===== config.mk =====
export PLATFORM = sky130hd
export DESIGN_NAME = matrix_store
export DESIGN_NICKNAME = d
export VERILOG_FILES = /design/src/logic/chol_pkg.sv /design/src/logic/matrix_store.sv
export SDC_FILE = /design/constraint.sdc
export NUM_CORES = 2
export LEC_CHECK = 0
export ABC_AREA = 0
export BUFFER_PORTS_ARGS = -buffer_cell sky130_fd_sc_hd__clkbuf_2
export CAP_MARGIN = 5
export CORE_AREA = 2 2 421 423
export CTS_BUF_LIST = sky130_fd_sc_hd__clkbuf_16
export CTS_CLUSTER_SIZE = 25
export DETAILED_ROUTE_END_ITERATION = 10
export DIE_AREA = 0 0 423 425
export MAX_ROUTING_LAYER = met4
export PLACE_DENSITY_LB_ADDON = 0.3
export REMOVE_ABC_BUFFERS = 1
export SLEW_MARGIN = 40
export SYNTH_ARGS = -nofsm -noshare
export SYNTH_HDL_FRONTEND = slang
export SYNTH_SLANG_ARGS = --single-unit

===== constraint.sdc =====
create_clock -name clk -period 8 [get_ports clk]
set_clock_uncertainty 0.1 [all_clocks]
set_input_delay 1.6 -clock clk [delete_from_list [all_inputs] [get_ports clk]]
set_output_delay 1.6 -clock clk [all_outputs]
set_load 0.02 [all_outputs]

===== src/logic/chol_pkg.sv =====
package chol_pkg;

    // Signed Q16.16 matrix element
    typedef logic signed [31:0] fixed_t;

    localparam int FRAC_BITS = 16;
    localparam int WIDE_W    = 64;     // Accumulator and product width

    typedef logic [3:0] idx_t;         // Row or column, N up to 15

    // ==========================================================================
    // Datapath operations

    typedef enum logic [1:0] {
        OP_LOAD = 2'd0,                // acc = x
        OP_MSUB = 2'd1,                // acc -= (x * y) >>> FRAC_BITS
        OP_SQRT = 2'd2,                // L_jj = sqrt(acc)
        OP_DIV  = 2'd3                 // L_ij = acc / x
    } op_kind_t;

    // Row and col name the destination for OP_SQRT and OP_DIV
    typedef struct packed {
        op_kind_t kind;
        idx_t     row;
        idx_t     col;
    } chol_op_t;

    // Write-back of one factor element into the store
    typedef struct packed {
        idx_t   row;
        idx_t   col;
        fixed_t value;
    } chol_wr_t;

endpackage


===== src/logic/matrix_store.sv =====
`timescale 1ns/1ps

module matrix_store #(
    parameter int N = 5
) (
    input  logic                             clk,
    input  logic                             rst,
    input  logic                             load,
    input  chol_pkg::fixed_t [N*(N+1)/2-1:0] a_in,
    input  chol_pkg::idx_t                   rd_a_row,
    input  chol_pkg::idx_t                   rd_a_col,
    input  chol_pkg::idx_t                   rd_b_row,
    input  chol_pkg::idx_t                   rd_b_col,
    input  chol_pkg::chol_wr_t               wr,
    input  logic                             wr_valid,
    output chol_pkg::fixed_t                 x,
    output chol_pkg::fixed_t                 y,
    output chol_pkg::fixed_t [N*(N+1)/2-1:0] l_out
);
    import chol_pkg::*;

    localparam int NUM_EL = N * (N + 1) / 2;

    fixed_t [NUM_EL-1:0] mem;          // Lower triangle, row by row

    // Slot of element (r, c), c <= r, in the packed triangle
    function automatic int slot(idx_t r, idx_t c);
        return int'(r) * (int'(r) + 1) / 2 + int'(c);
    endfunction

    always_ff @(posedge clk) begin
        if (rst) begin
            mem <= '0;
        end else if (load) begin
            mem <= a_in;                                  // Whole A at once
        end else if (wr_valid) begin
            mem[slot(wr.row, wr.col)] <= wr.value;        // L_ij replaces A_ij
        end
    end

    // Operand ports for the datapath
    assign x = mem[slot(rd_a_row, rd_a_col)];
    assign y = mem[slot(rd_b_row, rd_b_col)];

    assign l_out = mem;

endmodule


==> flow_summary.ini <==
[status]
outcome = completed

[die]
rows = 154
core_sq_mm = 0.175
start_util_pct = 19.8
io-pin-count = 1084
die_y_um = 425
die_area_sq_mm = 0.180
die_w_um = 423

[setup_path]
critPathKind = in2out
worstPathMaxFanout = 16
cp-start-kind = input pin
required_ps = 6300
critPathArrivalTime_ps = 6020
cp-end-kind = output pin

[pwr]
p_per_area_mw_per_mm2 = 304
clock_power_share_pct = 22.3
ir_worst_vdd_v = 0.000362
p_leak_nw = 19.0
power_switching_mw = 7.24
seq_power_share_pct = 20.7
p_comb_share_pct = 57.0
p_sw_share_pct = 52.7
intPower_mw = 6.49

[layout]
area_growth_syn_to_layout_pct = 30.5
nets = 5384
final_util_pct = 25.8
drive_gt1_share_pct = 32.9
final_common_cell = clkbuf_2
largest_reg_flops = 480
final_cell_mix = clkbuf_2 (1081), o21ai_0 (545), inv_1 (531)

[clock_network]
clockBufferDepth = 3
cts.reportedPaths.clkPinSlew_ps = 60
clock_sinks = 480
cts-htree-levels = 3
root_buffer = clkbuf_16
cts-buffers-inserted = 68
cts_tree = done
ctsHoldBuffers = 0
cts_resized = 0
clk_latency_ps = 700
cts_setup_buffers = 0

[synth]
synth_edf_count = 0
synthMuxAreaShare_pct = 18.4
ys_top_cells_by_area = dfxtp_1 (28%), mux4_2 (15%), a221oi_1 (12%)
yosysUniqueCellTypes = 41
synth_area_leader_cell = dfxtp_1
synth_ff_type = dfxtp_1
ys_warn_count = 0
synth.top_cell.area_share_pct = 27.7
synth-seq-cells = 480
synth_fa_ha_area_share_pct = 2.38
postSynthCellCount = 4010
synth-async-reset-ratio_pct = 0
synth-simple-area-share_pct = 6.04
synth_xor_area_share_pct = 0.603
synth_compound_area_share_pct = 32.8
syn_area_sq_mm = 0.0347
synth_top_family_by_area = compound AO/OA/AOI/OAI gates
yosysSeqAreaShare_pct = 27.7
avgSynthCellArea_sq_um = 8.64

[drt]
vias_per_cell = 5.84
wl_mm = 244
postRouteAntennaNets = 0
drt_iter0_markers = 5524
drc_errors = 0
drt-pass1-iter-count = 6
post_drt_wl_per_cell_um = 33.8
vias = 42200

[place]
port_buffers = 1083
place_hpwl_mm = 176
place_ws_ps = 294
gp_congestion = 1.01

[global_routing]
grt_pass1_wl_mm = 329
grt_pass1_vias = 39500
grt_start_max_net_pins = 195
antenna_found_initial = 57
grt-ovfl-total = 0
grt_usage_pct = 26.4

[sta]
timing.final.crit_share_pct = 96.5
setup_viol = 0
worstMarginPinSlew_ps = 1010
fmax_ghz = 0.130
fin_ws_ps = 281
finalHoldViolations = 0
rsz0062_at_grt = false
max-slew-margin-rel_pct = 32.7
drv_slew = 0
fin_crit_ps = 7720

[hold_path]
min_path_type = reg2reg

[flow_run]
cap_violations = 0
## synthesized netlist by cell type (7+ instances only)
cell type and count:
nor2_1 227, o211ai_1 32, dfxtp_1 480, a31oi_1 62, nand3_1 9, a41oi_1 418
o21ai_0 547, nor3_1 64, inv_1 512, nand2b_1 37, buf_1 20, nand2_1 107
mux2i_1 133, buf_2 109, mux4_2 224, ha_1 42, xnor2_1 17, a21oi_1 7
nor2b_1 16, clkbuf_1 397, a221oi_1 480, nand4_1 7, fa_1 15
## final cells by class
type | count | area, sq um
Tap cell | 2340 | 2930
Clock inverter | 51 | 389
Inverter | 512 | 1920
Sequential cell | 480 | 9610
Clock buffer | 68 | 1700
Timing Repair Buffer | 1249 | 7400
Antenna cell | 46 | 115
Multi-Input combinational cell | 2476 | 21200
Fill cell | 19400 | 130000
## stage by stage
| step | instances | area (sq um) | total power [mW] | setup TNS [ps] | hold WS, ps |
|---|---|---|---|---|---|
| 6_report | 7222 | 45200 | 13.7 | 0 | 424 |
| 5_1_grt | 7213 | 45200 | 14.1 | 0 | 447 |
| 4_1_cts | 7172 | 45000 | 13.6 | 0 | 422 |
| 3_5_place_dp | 7053 | 42900 | 10.5 | 0 | 413 |
| 3_3_place_gp | 7047 | 42700 | 10.5 | 0 | 401 |
| 2_1_floorplan | 3468 | 32400 | 6.58 | -4903330 | 477 |
## metal layers
metal / routed length [um] / share of wire [%] / GRT usage [%] / vias up
met5: 0 / 0 / - / -
met1: 96800 / 40 / 33.1 / 21400
met2: 110000 / 45 / 38.7 / 2925
li1: - / - / - / 17200
met4: 15100 / 6.2 / 16.3 / 0
met3: 22500 / 9.2 / 5.51 / 623
## power groups by stage
stage	Clock, mW	Combinational, mW	Sequential [mW]
final	3.06	7.82	2.85
after CTS	3.10	7.65	2.83
after floorplan	0	3.61	2.96
after detailed placement	0	7.63	2.88
after global placement	0	7.62	2.88
after global routing	3.18	8.06	2.85
## cells by family (layout without fill, tap and decap cells)
family,count (synthesis),after routing
AOI/OAI and AO/OA,1558,1558
xor gates and xnor gates,23,23
adders and majority gates,57,57
buffers and inverters,1054,1880
DFF,480,480
muxes,357,357
other,0,46
and+or+nand+nor,481,481
## worst max-delay path: stages
cell      delay, ps
clkbuf_2        140
ha_1            180
inv_1            50
ha_1            270
nor2_1           50
fa_1            480
inv_1            60
fa_1            500
fa_1            550
inv_1            50
ha_1            320
a21oi_1         100
xnor2_1         390
xnor2_4         200
buf_12          230
mux4_2          560
clkbuf_2        180
## path summary, 6_finish.rpt
check | slack, ps | cells past startpoint | endpoint | startpoint
worst max-delay path | 280 | 17 | y[15] | rd_b_row[0]
worst min-delay path | 420 | 2 | l_out[300]$_SDFFE_PP0P_ | l_out[300]$_SDFFE_PP0P_
worst max register to register | 6750 | 2 | l_out[440]$_SDFFE_PP0P_ | l_out[440]$_SDFFE_PP0P_
worst min register to register | 420 | 2 | l_out[300]$_SDFFE_PP0P_ | l_out[300]$_SDFFE_PP0P_
(Power assumes the default switching activity.)
