<file path="src/logic/chol_pkg.sv">
package chol_pkg;

    // Signed Q16.16 matrix element
    typedef logic signed [31:0] fixed_t;

    localparam int FRAC_BITS = 16;
    localparam int WIDE_W    = 64;     // Accumulator and product width

    typedef logic [3:0] idx_t;         // Row or column, N up to 15

    // ==========================================================================
    // Datapath operations

    typedef enum logic [1:0] {
        OP_LOAD = 2'd0,                // acc = x
        OP_MSUB = 2'd1,                // acc -= (x * y) >>> FRAC_BITS
        OP_SQRT = 2'd2,                // L_jj = sqrt(acc)
        OP_DIV  = 2'd3                 // L_ij = acc / x
    } op_kind_t;

    // Row and col name the destination for OP_SQRT and OP_DIV
    typedef struct packed {
        op_kind_t kind;
        idx_t     row;
        idx_t     col;
    } chol_op_t;

    // Write-back of one factor element into the store
    typedef struct packed {
        idx_t   row;
        idx_t   col;
        fixed_t value;
    } chol_wr_t;

endpackage

</file>
<file path="src/logic/col_sequencer.sv">
`timescale 1ns/1ps

module col_sequencer #(
    parameter int N = 5
) (
    input  logic               clk,
    input  logic               rst,
    input  logic               start,
    input  logic               op_ready,
    output chol_pkg::chol_op_t op,
    output logic               op_valid,
    output chol_pkg::idx_t     rd_a_row,
    output chol_pkg::idx_t     rd_a_col,
    output chol_pkg::idx_t     rd_b_row,
    output chol_pkg::idx_t     rd_b_col,
    output logic               done
);
    import chol_pkg::*;

    localparam idx_t LAST = idx_t'(N - 1);

    typedef enum logic [2:0] {
        S_IDLE,
        S_LOAD,                        // acc = A_ij
        S_MSUB,                        // acc -= L_ik * L_jk
        S_FIN,                         // Root or divide into L_ij
        S_DRAIN                        // Wait for the last write-back
    } state_t;

    state_t state;
    idx_t   j;                         // Column
    idx_t   i;                         // Row, i >= j
    idx_t   k;                         // Inner term, k < j
    logic   fire;

    assign op_valid = state inside {S_LOAD, S_MSUB, S_FIN};
    assign fire     = op_valid && op_ready;

    // ==========================================================================
    // Operation and its operand addresses

    always_comb begin
        op.row   = i;
        op.col   = j;
        rd_a_row = i;
        rd_a_col = j;
        rd_b_row = j;
        rd_b_col = k;
        case (state)
            S_MSUB: begin
                op.kind  = OP_MSUB;
                rd_a_col = k;                             // x = L_ik, y = L_jk
            end
            S_FIN: begin
                op.kind  = (i == j) ? OP_SQRT : OP_DIV;
                rd_a_row = j;                             // Divisor L_jj
            end
            default: begin
                op.kind = OP_LOAD;
            end
        endcase
    end

    // ==========================================================================
    // Column walk

    always_ff @(posedge clk) begin
        if (rst) begin
            state <= S_IDLE;
            done  <= 1'b0;
            j     <= '0;
            i     <= '0;
            k     <= '0;
        end else begin
            done <= 1'b0;
            case (state)
                S_IDLE: begin
                    if (start) begin
                        j     <= '0;
                        i     <= '0;
                        state <= S_LOAD;
                    end
                end
                S_LOAD: begin
                    if (fire) begin
                        k     <= '0;
                        state <= (j == '0) ? S_FIN : S_MSUB;  // Column 0 has no terms
                    end
                end
                S_MSUB: begin
                    if (fire) begin
                        if (k == j - 1'b1) begin
                            state <= S_FIN;
                        end else begin
                            k <= k + 1'b1;
                        end
                    end
                end
                S_FIN: begin
                    if (fire) begin
                        if (i != LAST) begin
                            i     <= i + 1'b1;
                            state <= S_LOAD;
                        end else if (j != LAST) begin
                            j     <= j + 1'b1;
                            i     <= j + 1'b1;            // Next column starts on diagonal
                            state <= S_LOAD;
                        end else begin
                            state <= S_DRAIN;
                        end
                    end
                end
                S_DRAIN: begin
                    if (op_ready) begin
                        done  <= 1'b1;                    // Final element is in the store
                        state <= S_IDLE;
                    end
                end
                default: begin
                    state <= S_IDLE;
                end
            endcase
        end
    end

endmodule

</file>
<file path="config.mk">
export PLATFORM = sky130hd
export DESIGN_NAME = col_sequencer
export DESIGN_NICKNAME = d
export VERILOG_FILES = /design/src/logic/chol_pkg.sv /design/src/logic/col_sequencer.sv
export SDC_FILE = /design/constraint.sdc
export NUM_CORES = 1
export LEC_CHECK = 0
export ABC_AREA = 1
export BUFFER_PORTS_ARGS = -buffer_cell sky130_fd_sc_hd__clkbuf_2
export CORE_AREA = 3 3 56 58
export CTS_CLUSTER_SIZE = 25
export DETAILED_ROUTE_END_ITERATION = 10
export DIE_AREA = 0 0 59 61
export HOLD_SLACK_MARGIN = 0.08
export PLACE_DENSITY = 0.74
export SETUP_SLACK_MARGIN = 0.3
export SYNTH_ARGS = -nofsm -noshare
export SYNTH_HDL_FRONTEND = slang
export SYNTH_SLANG_ARGS = --single-unit
</file>
<file path="constraint.sdc">
create_clock -name clk -period 1.5 [get_ports clk]
set_input_delay 0.075 -clock clk [delete_from_list [all_inputs] [get_ports clk]]
set_output_delay 0.075 -clock clk [all_outputs]
set_load 0.01 [all_outputs]
</file>
==> results_dict.tcl <==
set metrics [dict create \
    syn_to_final_growth_pct 57.1 \
    hold_viol 0 \
    layout.nets 274 \
    worstSetupEndpointType "register" \
    slew_violations 0 \
    r2r_slack_ns -0.08 \
    async_reset_ff_share_pct 0 \
    cts_buffers 3 \
    synth_cell_types 30 \
    regToRegStartpoint "rd_b_row[1]$_SDFFE_PP0P_" \
    finalCritPeriodShare_pct 105 \
    numPortBuffers 31 \
    cp_data_required_time_ns 1.76 \
    synthFlopType "dfxtp_1" \
    viasPerCell 5.52 \
    finalCriticalPeriod_ns 1.58 \
    r2r_cells 12 \
    grt_pass1_wl_um 6660 \
    powerDensity_nw_per_um2 1530 \
    p_switching_uw 1520 \
    hold_class "input port to register" \
    synth_warnings 0 \
    tightestPinTransition_ns 0.406 \
    ant_nets 0 \
    grt_pass1_vias 1430 \
    via_count 1627 \
    clock_power_share_pct 10.2 \
    antenna_found_initial 0 \
    setup-violations-final 7 \
    ys_seq_area_share_pct 24.8 \
    layout-drive-gt1-share_pct 56.1 \
    dp_cells 271 \
    core_sq_um 2710 \
    grt_usage_pct 23.9 \
    crit_family "simple AND/OR/NAND/NOR gates" \
    ys_ff_latch 16 \
    htreeDepth 1 \
    worstSetupPathType "register to register" \
    numClockSinks 16 \
    final.setup.worst_slack_ns -0.0782 \
    max-cap-violations 0 \
    final_cells 295 \
    power_leakage_uw 0.000960 \
    synth_top_area_share_pct 24.8 \
    root_buffer "clkbuf_4" \
    switching_share_pct 48.8 \
    dieArea_sq_um 3600 \
    drtIter0Drc 59 \
    hp-start "rst" \
    slowest_stage "dfxtp_4" \
    violations "negative setup slack" \
    p_comb_share_pct 68.1 \
    internal_power_uw 1590 \
    synth_area_leader_cell "dfxtp_1" \
    rsz0062_at_grt "true" \
    vdd_drop_max_mv 1.14 \
    path_cells "inv_4, ha_4, inv_2, nand2_1, nand2_1, nor2_2, nand3_2, nand2_4, nand3_4, nand2_2, nand2_2, nor2_1" \
    drt-total-wl_um 4430 \
    slew_headroom_pct 72.9 \
    synth_commonest_cells "nand2_1, inv_1, dfxtp_1" \
    drc 0 \
    hold_path_end "rd_b_col[0]$_SDFFE_PP0P_" \
    cpPeakStageDelay_ns 0.38 \
    timing.fmax_mhz 634 \
    die_h_um 61 \
    r2r_end "state[0]$_SDFFE_PP0P_" \
    avgSynthCellArea_sq_um 6.31 \
    path_max_fanout 4 \
    preCtsSetupSlack_ns 0.0164 \
    syn_area_sq_um 1290 \
    cts_tree "built" \
    die_w_um 59 \
    grt_max_degree 11 \
    min_path_cells 2 \
    wl_per_cell_um 15.0 \
    yosys.cell_count.top_type "nand2_1" \
    startpoint_type "register" \
    crit_arrival_ns 1.84 \
    grt.overflow.total 0 \
    finalPower_uw 3110 \
    synth-edff-count 0 \
    hold_buffers 0 \
    seq_power_share_pct 21.7 \
    rows 19 \
    place_congestion 0.814 \
    clkTransAtPathRegs_ns 0.12 \
    clock-skew-final_ns 0.0195 \
    syn_nets 214 \
    io_pins 32 \
    first_pass_iters 4 \
    crit_buf_inv 2 \
    clock_latency_ns 0.32 \
    diodes 0 \
    hpwlAfterDp_um 2690 \
    start_util_pct 47.7 \
    synthCells 205 \
    netlist_top_cells_area "dfxtp_1, nand2_1, a21oi_1" \
    cts_max_path_buffers 2 \
    outcome "complete, but fails checks" \
]
-- cells by family (layout without fill, tap and decap cells) --
| family | after synthesis | in the layout | synth area share (%) |
|---|---|---|---|
| AND/OR/NAND/NOR | 104 | 104 | 37.7 |
| buffers and inverters | 38 | 97 | 13.0 |
| AO/OA/AOI/OAI | 37 | 37 | 16.3 |
| flip-flops | 16 | 16 | 24.8 |
| adder cells (fa/ha/maj) | 5 | 5 | 4.84 |
| XOR/XNOR | 5 | 5 | 3.38 |
-- layer usage --
layer	GRT usage (%)	wire, um	vias up
met5	0	0	-
met4	7.44	107	0
met3	2.55	259	13
met2	42.6	2230	74
met1	30.2	1830	743
li1	-	-	797
-- power groups by stage --
stage	clock, uW	sequential (uW)	combinational (uW)
floorplan	0	674	994
global placement	0	642	1460
detailed placement	0	644	1470
CTS	310	650	1740
global route	329	681	2290
finish	316	674	2120
-- how the worst max path moves through the flow --
stage | from | endpoint | slack [ns] | depth (start not counted)
floorplan | rd_b_row[0]$_SDFFE_PP0P_ | state[0]$_SDFFE_PP0P_ | 0.06 | 11
global placement | rd_b_row[1]$_SDFFE_PP0P_ | rd_b_col[3]$_SDFFE_PP0P_ | 0.06 | 10
detailed placement | rd_b_row[1]$_SDFFE_PP0P_ | rd_b_col[3]$_SDFFE_PP0P_ | 0.02 | 10
CTS | rd_b_row[0]$_SDFFE_PP0P_ | op[8] | -0.05 | 5
global route | rd_b_row[1]$_SDFFE_PP0P_ | state[1]$_SDFFE_PP0P_ | -0.14 | 12
finish | rd_b_row[1]$_SDFFE_PP0P_ | state[0]$_SDFFE_PP0P_ | -0.08 | 12
-- registers in the layout, indices dropped and copies added, names as in the netlist --
register	cells
done	1
i	4
rd_b_col	4
rd_b_row	4
state	3
-- cell type report --
class	count	area, sq um
Sequential cell	16	348
Multi-Input combinational cell	151	1040
Timing Repair Buffer	64	433
Clock buffer	4	36.3
Tap cell	31	38.8
Inverter	29	134
Fill cell	205	678
-- cell usage in the layout (no fill, tap or decap), types with 2 or more instances in the layout --
cell and n:
nand2_1 47, buf_4 25, clkbuf_2 24, inv_1 13, nand2_2 12, o21ai_2 10
a21oi_2 9, nor2_1 9, inv_4 8, a21oi_1 8, nand3_1 8, nand4_1 8
buf_6 8, inv_2 7, buf_2 7, dfxtp_1 6, dfxtp_4 6, nand2_4 5
xor2_1 4, dfxtp_2 4, nand3_4 3, o21ai_1 3, nor2_4 3, nand3_2 3
ha_1 3, clkbuf_4 3, nor2_2 2, nor3_1 2, ha_4 2
-- metrics by stage --
| stage | hold slack [ns] | TNS (ns) | util [%] | cell area [sq um] |
|---|---|---|---|---|
| 6_report | 0.0963 | -0.330 | 75.0 | 2030 |
| 2_1_floorplan | 0.246 | 0 | - | 1370 |
| 4_1_cts | 0.109 | -0.150 | 68.7 | 1860 |
| 3_5_place_dp | 0.396 | 0 | 59.0 | 1600 |
| 3_3_place_gp | 0.395 | 0 | 59.0 | 1600 |
| 5_1_grt | 0.117 | -0.970 | 75.0 | 2030 |
-- timing repair --
| item | CTS | global route |
|---|---|---|
| setup endpoints to repair | 26 | 26 |
| buffers inserted | 15 | 4 |
| pin swaps | 18 | 23 |
| resized for setup | 41 | 41 |
| gates cloned | 0 | 1 |
| endpoints found under the hold margin | 0 | 0 |
(Power assumes the default switching activity.)
