## config.mk

```make
export PLATFORM = sky130hd
export DESIGN_NAME = chol_datapath
export DESIGN_NICKNAME = d
export VERILOG_FILES = /design/src/logic/chol_pkg.sv /design/src/logic/fixed_sqrt.sv /design/src/logic/fixed_div.sv /design/src/logic/chol_datapath.sv
export SDC_FILE = /design/constraint.sdc
export NUM_CORES = 2
export LEC_CHECK = 0
export BUFFER_PORTS_ARGS = -buffer_cell sky130_fd_sc_hd__buf_2
export CAP_MARGIN = 15
export CELL_PAD_IN_SITES_DETAIL_PLACEMENT = 1
export CELL_PAD_IN_SITES_GLOBAL_PLACEMENT = 1
export CORE_MARGIN = 2
export CORE_UTILIZATION = 40
export DETAILED_ROUTE_END_ITERATION = 10
export PLACE_DENSITY = 0.75
export SLEW_MARGIN = 20
export SYNTH_ARGS = -nofsm -noshare
export SYNTH_HDL_FRONTEND = slang
export SYNTH_HIERARCHICAL = 1
export SYNTH_SLANG_ARGS = --single-unit
```

## constraint.sdc

```tcl
create_clock -name clk -period 22.7 [get_ports clk]
set_clock_uncertainty 0.2 [all_clocks]
set_input_delay 4.54 -clock clk [delete_from_list [all_inputs] [get_ports clk]]
set_output_delay 4.54 -clock clk [all_outputs]
set_load 0.005 [all_outputs]
```

## src/logic/chol_pkg.sv

```systemverilog
package chol_pkg;

    // Signed Q16.16 matrix element
    typedef logic signed [31:0] fixed_t;

    localparam int FRAC_BITS = 16;
    localparam int WIDE_W    = 64;     // Accumulator and product width

    typedef logic [3:0] idx_t;         // Row or column, N up to 15

    // ==========================================================================
    // Datapath operations

    typedef enum logic [1:0] {
        OP_LOAD = 2'd0,                // acc = x
        OP_MSUB = 2'd1,                // acc -= (x * y) >>> FRAC_BITS
        OP_SQRT = 2'd2,                // L_jj = sqrt(acc)
        OP_DIV  = 2'd3                 // L_ij = acc / x
    } op_kind_t;

    // Row and col name the destination for OP_SQRT and OP_DIV
    typedef struct packed {
        op_kind_t kind;
        idx_t     row;
        idx_t     col;
    } chol_op_t;

    // Write-back of one factor element into the store
    typedef struct packed {
        idx_t   row;
        idx_t   col;
        fixed_t value;
    } chol_wr_t;

endpackage

```

## src/logic/fixed_sqrt.sv

```systemverilog
`timescale 1ns/1ps

module fixed_sqrt (
    input  logic             clk,
    input  logic             rst,
    input  logic             start,
    input  chol_pkg::fixed_t radicand,
    output chol_pkg::fixed_t root,
    output logic             done
);
    import chol_pkg::*;

    localparam int OP_W  = $bits(fixed_t) + FRAC_BITS;    // Radicand << FRAC_BITS
    localparam int STEPS = OP_W / 2;                      // One root bit per step
    localparam int CNT_W = $clog2(STEPS);

    logic [OP_W-1:0]    op_q, op_in;
    logic [STEPS-1:0]   root_q, root_in;
    logic [STEPS+2:0]   rem_q, rem_in, cand, trial;
    logic [CNT_W-1:0]   cnt;
    logic               fit;

    // The start cycle runs the first step straight from the input
    always_comb begin
        op_in   = start ? {radicand, {FRAC_BITS{1'b0}}} : op_q;
        root_in = start ? '0 : root_q;
        rem_in  = start ? '0 : rem_q;
        cand    = {rem_in[STEPS:0], op_in[OP_W-1 -: 2]};  // Bring down two bits
        trial   = {1'b0, root_in, 2'b01};                 // 4 * root + 1
        fit     = cand >= trial;
    end

    always_ff @(posedge clk) begin
        if (start || cnt != '0) begin
            op_q   <= op_in << 2;
            rem_q  <= fit ? cand - trial : cand;
            root_q <= {root_in[STEPS-2:0], fit};
        end
    end

    always_ff @(posedge clk) begin
        if (rst) begin
            cnt  <= '0;
            done <= 1'b0;
        end else begin
            done <= !start && cnt == CNT_W'(1);           // Last step this edge
            if (start) begin
                cnt <= CNT_W'(STEPS - 1);
            end else if (cnt != '0) begin
                cnt <= cnt - 1'b1;
            end
        end
    end

    assign root = {{($bits(fixed_t) - STEPS){1'b0}}, root_q};

endmodule

```

## src/logic/fixed_div.sv

```systemverilog
`timescale 1ns/1ps

module fixed_div (
    input  logic             clk,
    input  logic             rst,
    input  logic             start,
    input  chol_pkg::fixed_t dividend,
    input  chol_pkg::fixed_t divisor,
    output chol_pkg::fixed_t quotient,
    output logic             done
);
    import chol_pkg::*;

    localparam int EL_W  = $bits(fixed_t);
    localparam int STEPS = EL_W + FRAC_BITS;              // One quotient bit per step
    localparam int CNT_W = $clog2(STEPS);

    logic [STEPS-1:0] qd_q, qd_in;     // Dividend bits out the top, quotient bits in
    logic [EL_W:0]    rem_q, rem_in, cand;
    logic [EL_W-1:0]  dvs_q, dvs_in;
    logic [EL_W-1:0]  mag;
    logic [CNT_W-1:0] cnt;
    logic             neg_q, fit;

    // First restoring step happens on the start edge
    always_comb begin
        mag    = dividend[EL_W-1] ? EL_W'(-dividend) : EL_W'(dividend);
        qd_in  = start ? {mag, {FRAC_BITS{1'b0}}} : qd_q;
        rem_in = start ? '0 : rem_q;
        dvs_in = start ? divisor : dvs_q;
        cand   = {rem_in[EL_W-1:0], qd_in[STEPS-1]};
        fit    = cand >= {1'b0, dvs_in};
    end

    always_ff @(posedge clk) begin
        if (start || cnt != '0) begin
            qd_q  <= {qd_in[STEPS-2:0], fit};
            rem_q <= fit ? cand - {1'b0, dvs_in} : cand;
        end
        if (start) begin
            dvs_q <= divisor;                             // Store moves on after the transfer
            neg_q <= dividend[EL_W-1];
        end
    end

    always_ff @(posedge clk) begin
        if (rst) begin
            cnt  <= '0;
            done <= 1'b0;
        end else begin
            done <= !start && cnt == CNT_W'(1);
            if (start) begin
                cnt <= CNT_W'(STEPS - 1);
            end else if (cnt != '0) begin
                cnt <= cnt - 1'b1;
            end
        end
    end

    // Magnitude quotient, sign restored so the result truncates toward zero
    assign quotient = neg_q ? -qd_q[EL_W-1:0] : qd_q[EL_W-1:0];

endmodule

```

## src/logic/chol_datapath.sv

```systemverilog
`timescale 1ns/1ps

module chol_datapath (
    input  logic               clk,
    input  logic               rst,
    input  chol_pkg::chol_op_t op,
    input  logic               op_valid,
    input  chol_pkg::fixed_t   x,
    input  chol_pkg::fixed_t   y,
    input  logic               clear_error,
    output logic               op_ready,
    output chol_pkg::chol_wr_t wr,
    output logic               wr_valid,
    output logic               error
);
    import chol_pkg::*;

    logic signed [WIDE_W-1:0] acc;
    logic signed [WIDE_W-1:0] product;
    fixed_t acc_fixed;
    fixed_t root;
    fixed_t quotient;
    idx_t   dest_row;
    idx_t   dest_col;
    logic   busy, take;
    logic   sqrt_start, div_start, sqrt_done, div_done;
    logic   acc_nonpos, root_bad;

    assign op_ready   = !busy;
    assign take       = op_valid && op_ready;
    assign sqrt_start = take && op.kind == OP_SQRT;
    assign div_start  = take && op.kind == OP_DIV;
    assign product    = x * y;                            // Signed, widened before multiply
    assign acc_fixed  = acc[31:0];
    assign acc_nonpos = acc[WIDE_W-1] || acc == '0;

    // ==========================================================================
    // Multiply-accumulate, one cycle per operation

    always_ff @(posedge clk) begin
        if (take && op.kind == OP_LOAD) begin
            acc <= WIDE_W'(x);
        end else if (take && op.kind == OP_MSUB) begin
            acc <= acc - (product >>> FRAC_BITS);         // Q16.16 part is bits 47:16
        end
    end

    // ==========================================================================
    // Root and divide units, accumulator holds still while busy

    fixed_sqrt u_sqrt (
        .clk      (clk),
        .rst      (rst),
        .start    (sqrt_start),
        .radicand (acc_fixed),
        .root     (root),
        .done     (sqrt_done)
    );

    fixed_div u_div (
        .clk      (clk),
        .rst      (rst),
        .start    (div_start),
        .dividend (acc_fixed),
        .divisor  (x),                                    // L_jj
        .quotient (quotient),
        .done     (div_done)
    );

    always_ff @(posedge clk) begin
        if (rst) begin
            busy     <= 1'b0;
            wr_valid <= 1'b0;
            error    <= 1'b0;
        end else begin
            wr_valid <= sqrt_done || div_done;
            if (sqrt_start || div_start) begin
                busy <= 1'b1;
            end else if (sqrt_done || div_done) begin
                busy <= 1'b0;
            end
            if (clear_error) begin
                error <= 1'b0;
            end else if (sqrt_start && acc_nonpos) begin
                error <= 1'b1;                            // Sticky until next load
            end
        end
    end

    // Destination and write-back payload
    always_ff @(posedge clk) begin
        if (sqrt_start || div_start) begin
            dest_row <= op.row;
            dest_col <= op.col;
        end
        if (sqrt_start) begin
            root_bad <= acc_nonpos;
        end
        if (sqrt_done || div_done) begin
            wr.row   <= dest_row;
            wr.col   <= dest_col;
            wr.value <= div_done ? quotient : (root_bad ? '0 : root);
        end
    end

endmodule

```

==> results.yml <==
sta:
  finalHoldViolCount: 0
  setup_viol: 0
  fin_crit_ns: 15.95
  fmax_ghz: 0.06270
  fin_crit_sh_pct: 70.26
  tightestPinTransition_ns: 1.128
  finalSetupTns_ns: 0
  rsz0062_at_grt: "false"
  slew_viol_final: 0
  slew_headroom_pct: 24.83
outcome:
  status: "complete, no violations"
clock_tree:
  clk_latency_ns: 0.59
  postCtsHoldBufs: 0
  postCtsSetupRepairBufs: 0
  cts_resized: 0
  cts_buffers: 38
  root_buffer: "clkbuf_16"
  cts_buffer_depth: 3
  clkTransAtPathRegs_ns: 0.06
  cts_sinks: 321
  cts-htree-levels: 2
  cts_tree: "built"
critical_path:
  required_ns: 22.82
  cp.depth: 39
  critical_path_class: "input port to flip-flop"
  ff2ff_setup_slack_ns: 15.99
  crit_family: "compound AO/OA/AOI/OAI gates"
  r2r_start: "acc[5]$_DFFE_PP_"
  r2r_cells: 14
  endpoint: "acc[63]$_DFFE_PP_"
  critPathBufInv: 6
  end_kind: "flip-flop"
  crit_top_cell: "fa_1"
  start_kind: "input port"
  cp_max_fo: 34
  cpMaxStageDelayCell: "o311ai_0"
  critical_path_arrival_ns: 16.07
  r2r_end: "u_div/rem_q[27]$_DFFE_PP_"
  worst_path_largest_cell_delay_ns: 0.78
  critPathLaunch: "x[11]"
finish:
  syn_to_final_growth_pct: 6.068
  final_common_cell: "fa_1"
  final_nets: 7300
  insertedDiodeCount: 0
  layout_common_cells: "1083 x fa_1, 1034 x inv_1, 660 x nand2_1"
  drive_gt1_share_pct: 5.649
floorplanning:
  row_count: 138
  start_util_pct: 40.18
  ios: 121
  core_area_um2: 141200
  die_h_um: 380.7
  die_w_um: 380.7
  fp.dieArea_um2: 144900
detailed_routing:
  drtIter0Drc: 2432
  via_count: 42330
  drtPass1Iterations: 6
  ant_nets: 0
  wl_mm: 171.7
  viasPerCell: 5.450
  drt_drc_violations_left: 0
  wl_per_cell_um: 22.11
synth:
  synth-edff-count: 273
  yosys_warnings: 6
  ys_types: 102
  synth_top_flop_cell: "edfxtp_1"
  syn_avg_cell_area_um2: 9.536
  syn_inst: 5951
  yosys_register_bits: 321
  synth.yosys.seq_area_share_pct: 16.14
  synthesis.area_um2: 56750
  synthArstFlopShare_pct: 0
place:
  port_buffers: 120
  gp_congestion: 0.8792
  dp_hpwl_mm: 131.9
global_route:
  antenna_found_initial: 3
  grt_overflow: 0
  grt_pass1_wl_mm: 273.5
  grt_max_degree: 81
  grt_use_total_pct: 24.01
  grt_pass1_vias: 48760
worst_hold_path:
  hp-class: "flip-flop to flip-flop"
  holdPathStages: 0
run:
  cap_violations: 0
[cells in the mapped netlist (7+ instances only)]
master / number / area, um2
a22o_1: 32 / 280.3
a21oi_1: 223 / 1116
nor4_1: 28 / 175.2
o21ai_0: 187 / 935.9
nor3b_1: 7 / 52.55
dfxtp_1: 48 / 960.9
and3_1: 31 / 193.9
xor2_1: 84 / 735.7
o2111ai_1: 7 / 61.31
or4_1: 9 / 67.56
nor3_1: 50 / 250.2
a2111oi_0: 9 / 78.83
or3_1: 23 / 143.9
mux2_2: 39 / 439.2
o41ai_1: 10 / 87.58
a211oi_1: 11 / 82.58
a21o_1: 77 / 578.1
nand2b_1: 27 / 168.9
mux2i_1: 45 / 450.4
buf_2: 11 / 55.05
nand4_1: 37 / 231.5
o21a_1: 25 / 187.7
and2_1: 532 / 3328
a31oi_1: 21 / 131.4
nand2_1: 660 / 2477
buf_4: 13 / 97.59
and4_1: 9 / 78.83
ha_1: 290 / 3628
o211ai_1: 15 / 112.6
a21boi_0: 13 / 97.59
inv_1: 1034 / 3881
xnor2_1: 141 / 1235
o21ai_1: 7 / 35.03
or2_2: 16 / 100.1
o21bai_1: 22 / 165.2
o31ai_1: 30 / 225.2
fa_1: 1083 / 21680
nand3_1: 77 / 385.4
buf_1: 11 / 41.29
nor2b_1: 86 / 538.0
nor2_1: 201 / 754.5
edfxtp_1: 273 / 8198
clkbuf_1: 278 / 1044
[worst reg2reg max path: cells and delay by family (launching register included)]
kind / cells / cell delay (ns)
AOI/OAI and AO/OA: 5 / 2.54
adders and majority gates: 1 / 0.34
DFF: 1 / 0.55
muxes: 1 / 0.34
and+or+nand+nor: 7 / 2.47
[per-stage QoR]
step | util, % | worst slack, ns | hold slack (ns) | area (um2) | cells
3_5_place_dp | 41.69 | 6.309 | 0.2079 | 58880 | 7699
4_1_cts | 42.62 | 6.904 | 0.2227 | 60190 | 7767
3_3_place_gp | 41.69 | 6.554 | 0.2005 | 58880 | 7699
2_1_floorplan | - | 7.996 | 0.2003 | 56780 | 5958
6_report | 42.62 | 6.751 | 0.2210 | 60190 | 7767
5_1_grt | 42.62 | 6.244 | 0.2308 | 60190 | 7767
[layer usage]
layer / up-vias / wire (um) / global-route usage [%]
met5: - / 0 / 0
met4: 0 / 6524 / 8.608
met3: 314 / 7833 / 2.697
met2: 1156 / 86390 / 42.56
met1: 22350 / 70970 / 30.19
li1: 18510 / - / -
[state kept, by name (all words and copies together) (netlist names), 4 cells and up]
signal	count
acc	64
wr	40
u_div/rem_q	32
dest_row	4
u_div/qd_q	48
u_div/dvs_q	32
u_sqrt/op_q	30
u_sqrt/cnt	5
dest_col	4
u_sqrt/rem_q	25
u_sqrt/root_q	24
u_div/cnt	6
[cell type report]
type                            instances  area, um2
Tap cell                             1890       2365
Multi-Input combinational cell       4288      42530
Clock buffer                           49       1054
Inverter                             1034       3881
Timing Repair Buffer                  166      945.9
Sequential cell                       321       9159
Fill cell                           16230      81050
Clock inverter                         19      254.0
[worst min path at each step]
| stage | from | to | slack, ns |
|---|---|---|---|
| 2_1_floorplan | dest_col[0]$_DFFE_PP_ | wr[32]$_DFFE_PP_ | 0.20 |
| 3_3_place_gp | dest_col[0]$_DFFE_PP_ | wr[32]$_DFFE_PP_ | 0.20 |
| 3_5_place_dp | dest_row[2]$_DFFE_PP_ | wr[38]$_DFFE_PP_ | 0.21 |
| 4_1_cts | dest_row[2]$_DFFE_PP_ | wr[38]$_DFFE_PP_ | 0.22 |
| 5_1_grt | dest_col[3]$_DFFE_PP_ | wr[35]$_DFFE_PP_ | 0.23 |
| 6_report | dest_row[2]$_DFFE_PP_ | wr[38]$_DFFE_PP_ | 0.22 |
[cells by family after synthesis]
group | Yosys count | share of synthesized area [%]
AO/OA/AOI/OAI | 767 | 8.751
adder cells (fa/ha/maj) | 1373 | 44.60
multiplexers | 84 | 1.568
other | 1 | 0.006608
flip-flops | 321 | 16.14
buffers and inverters | 1349 | 9.048
AND/OR/NAND/NOR | 1830 | 16.39
XOR/XNOR | 226 | 3.501
Power is not shown: default switching activity piles up to over one toggle a cycle in this logic, so the estimate is an artifact.
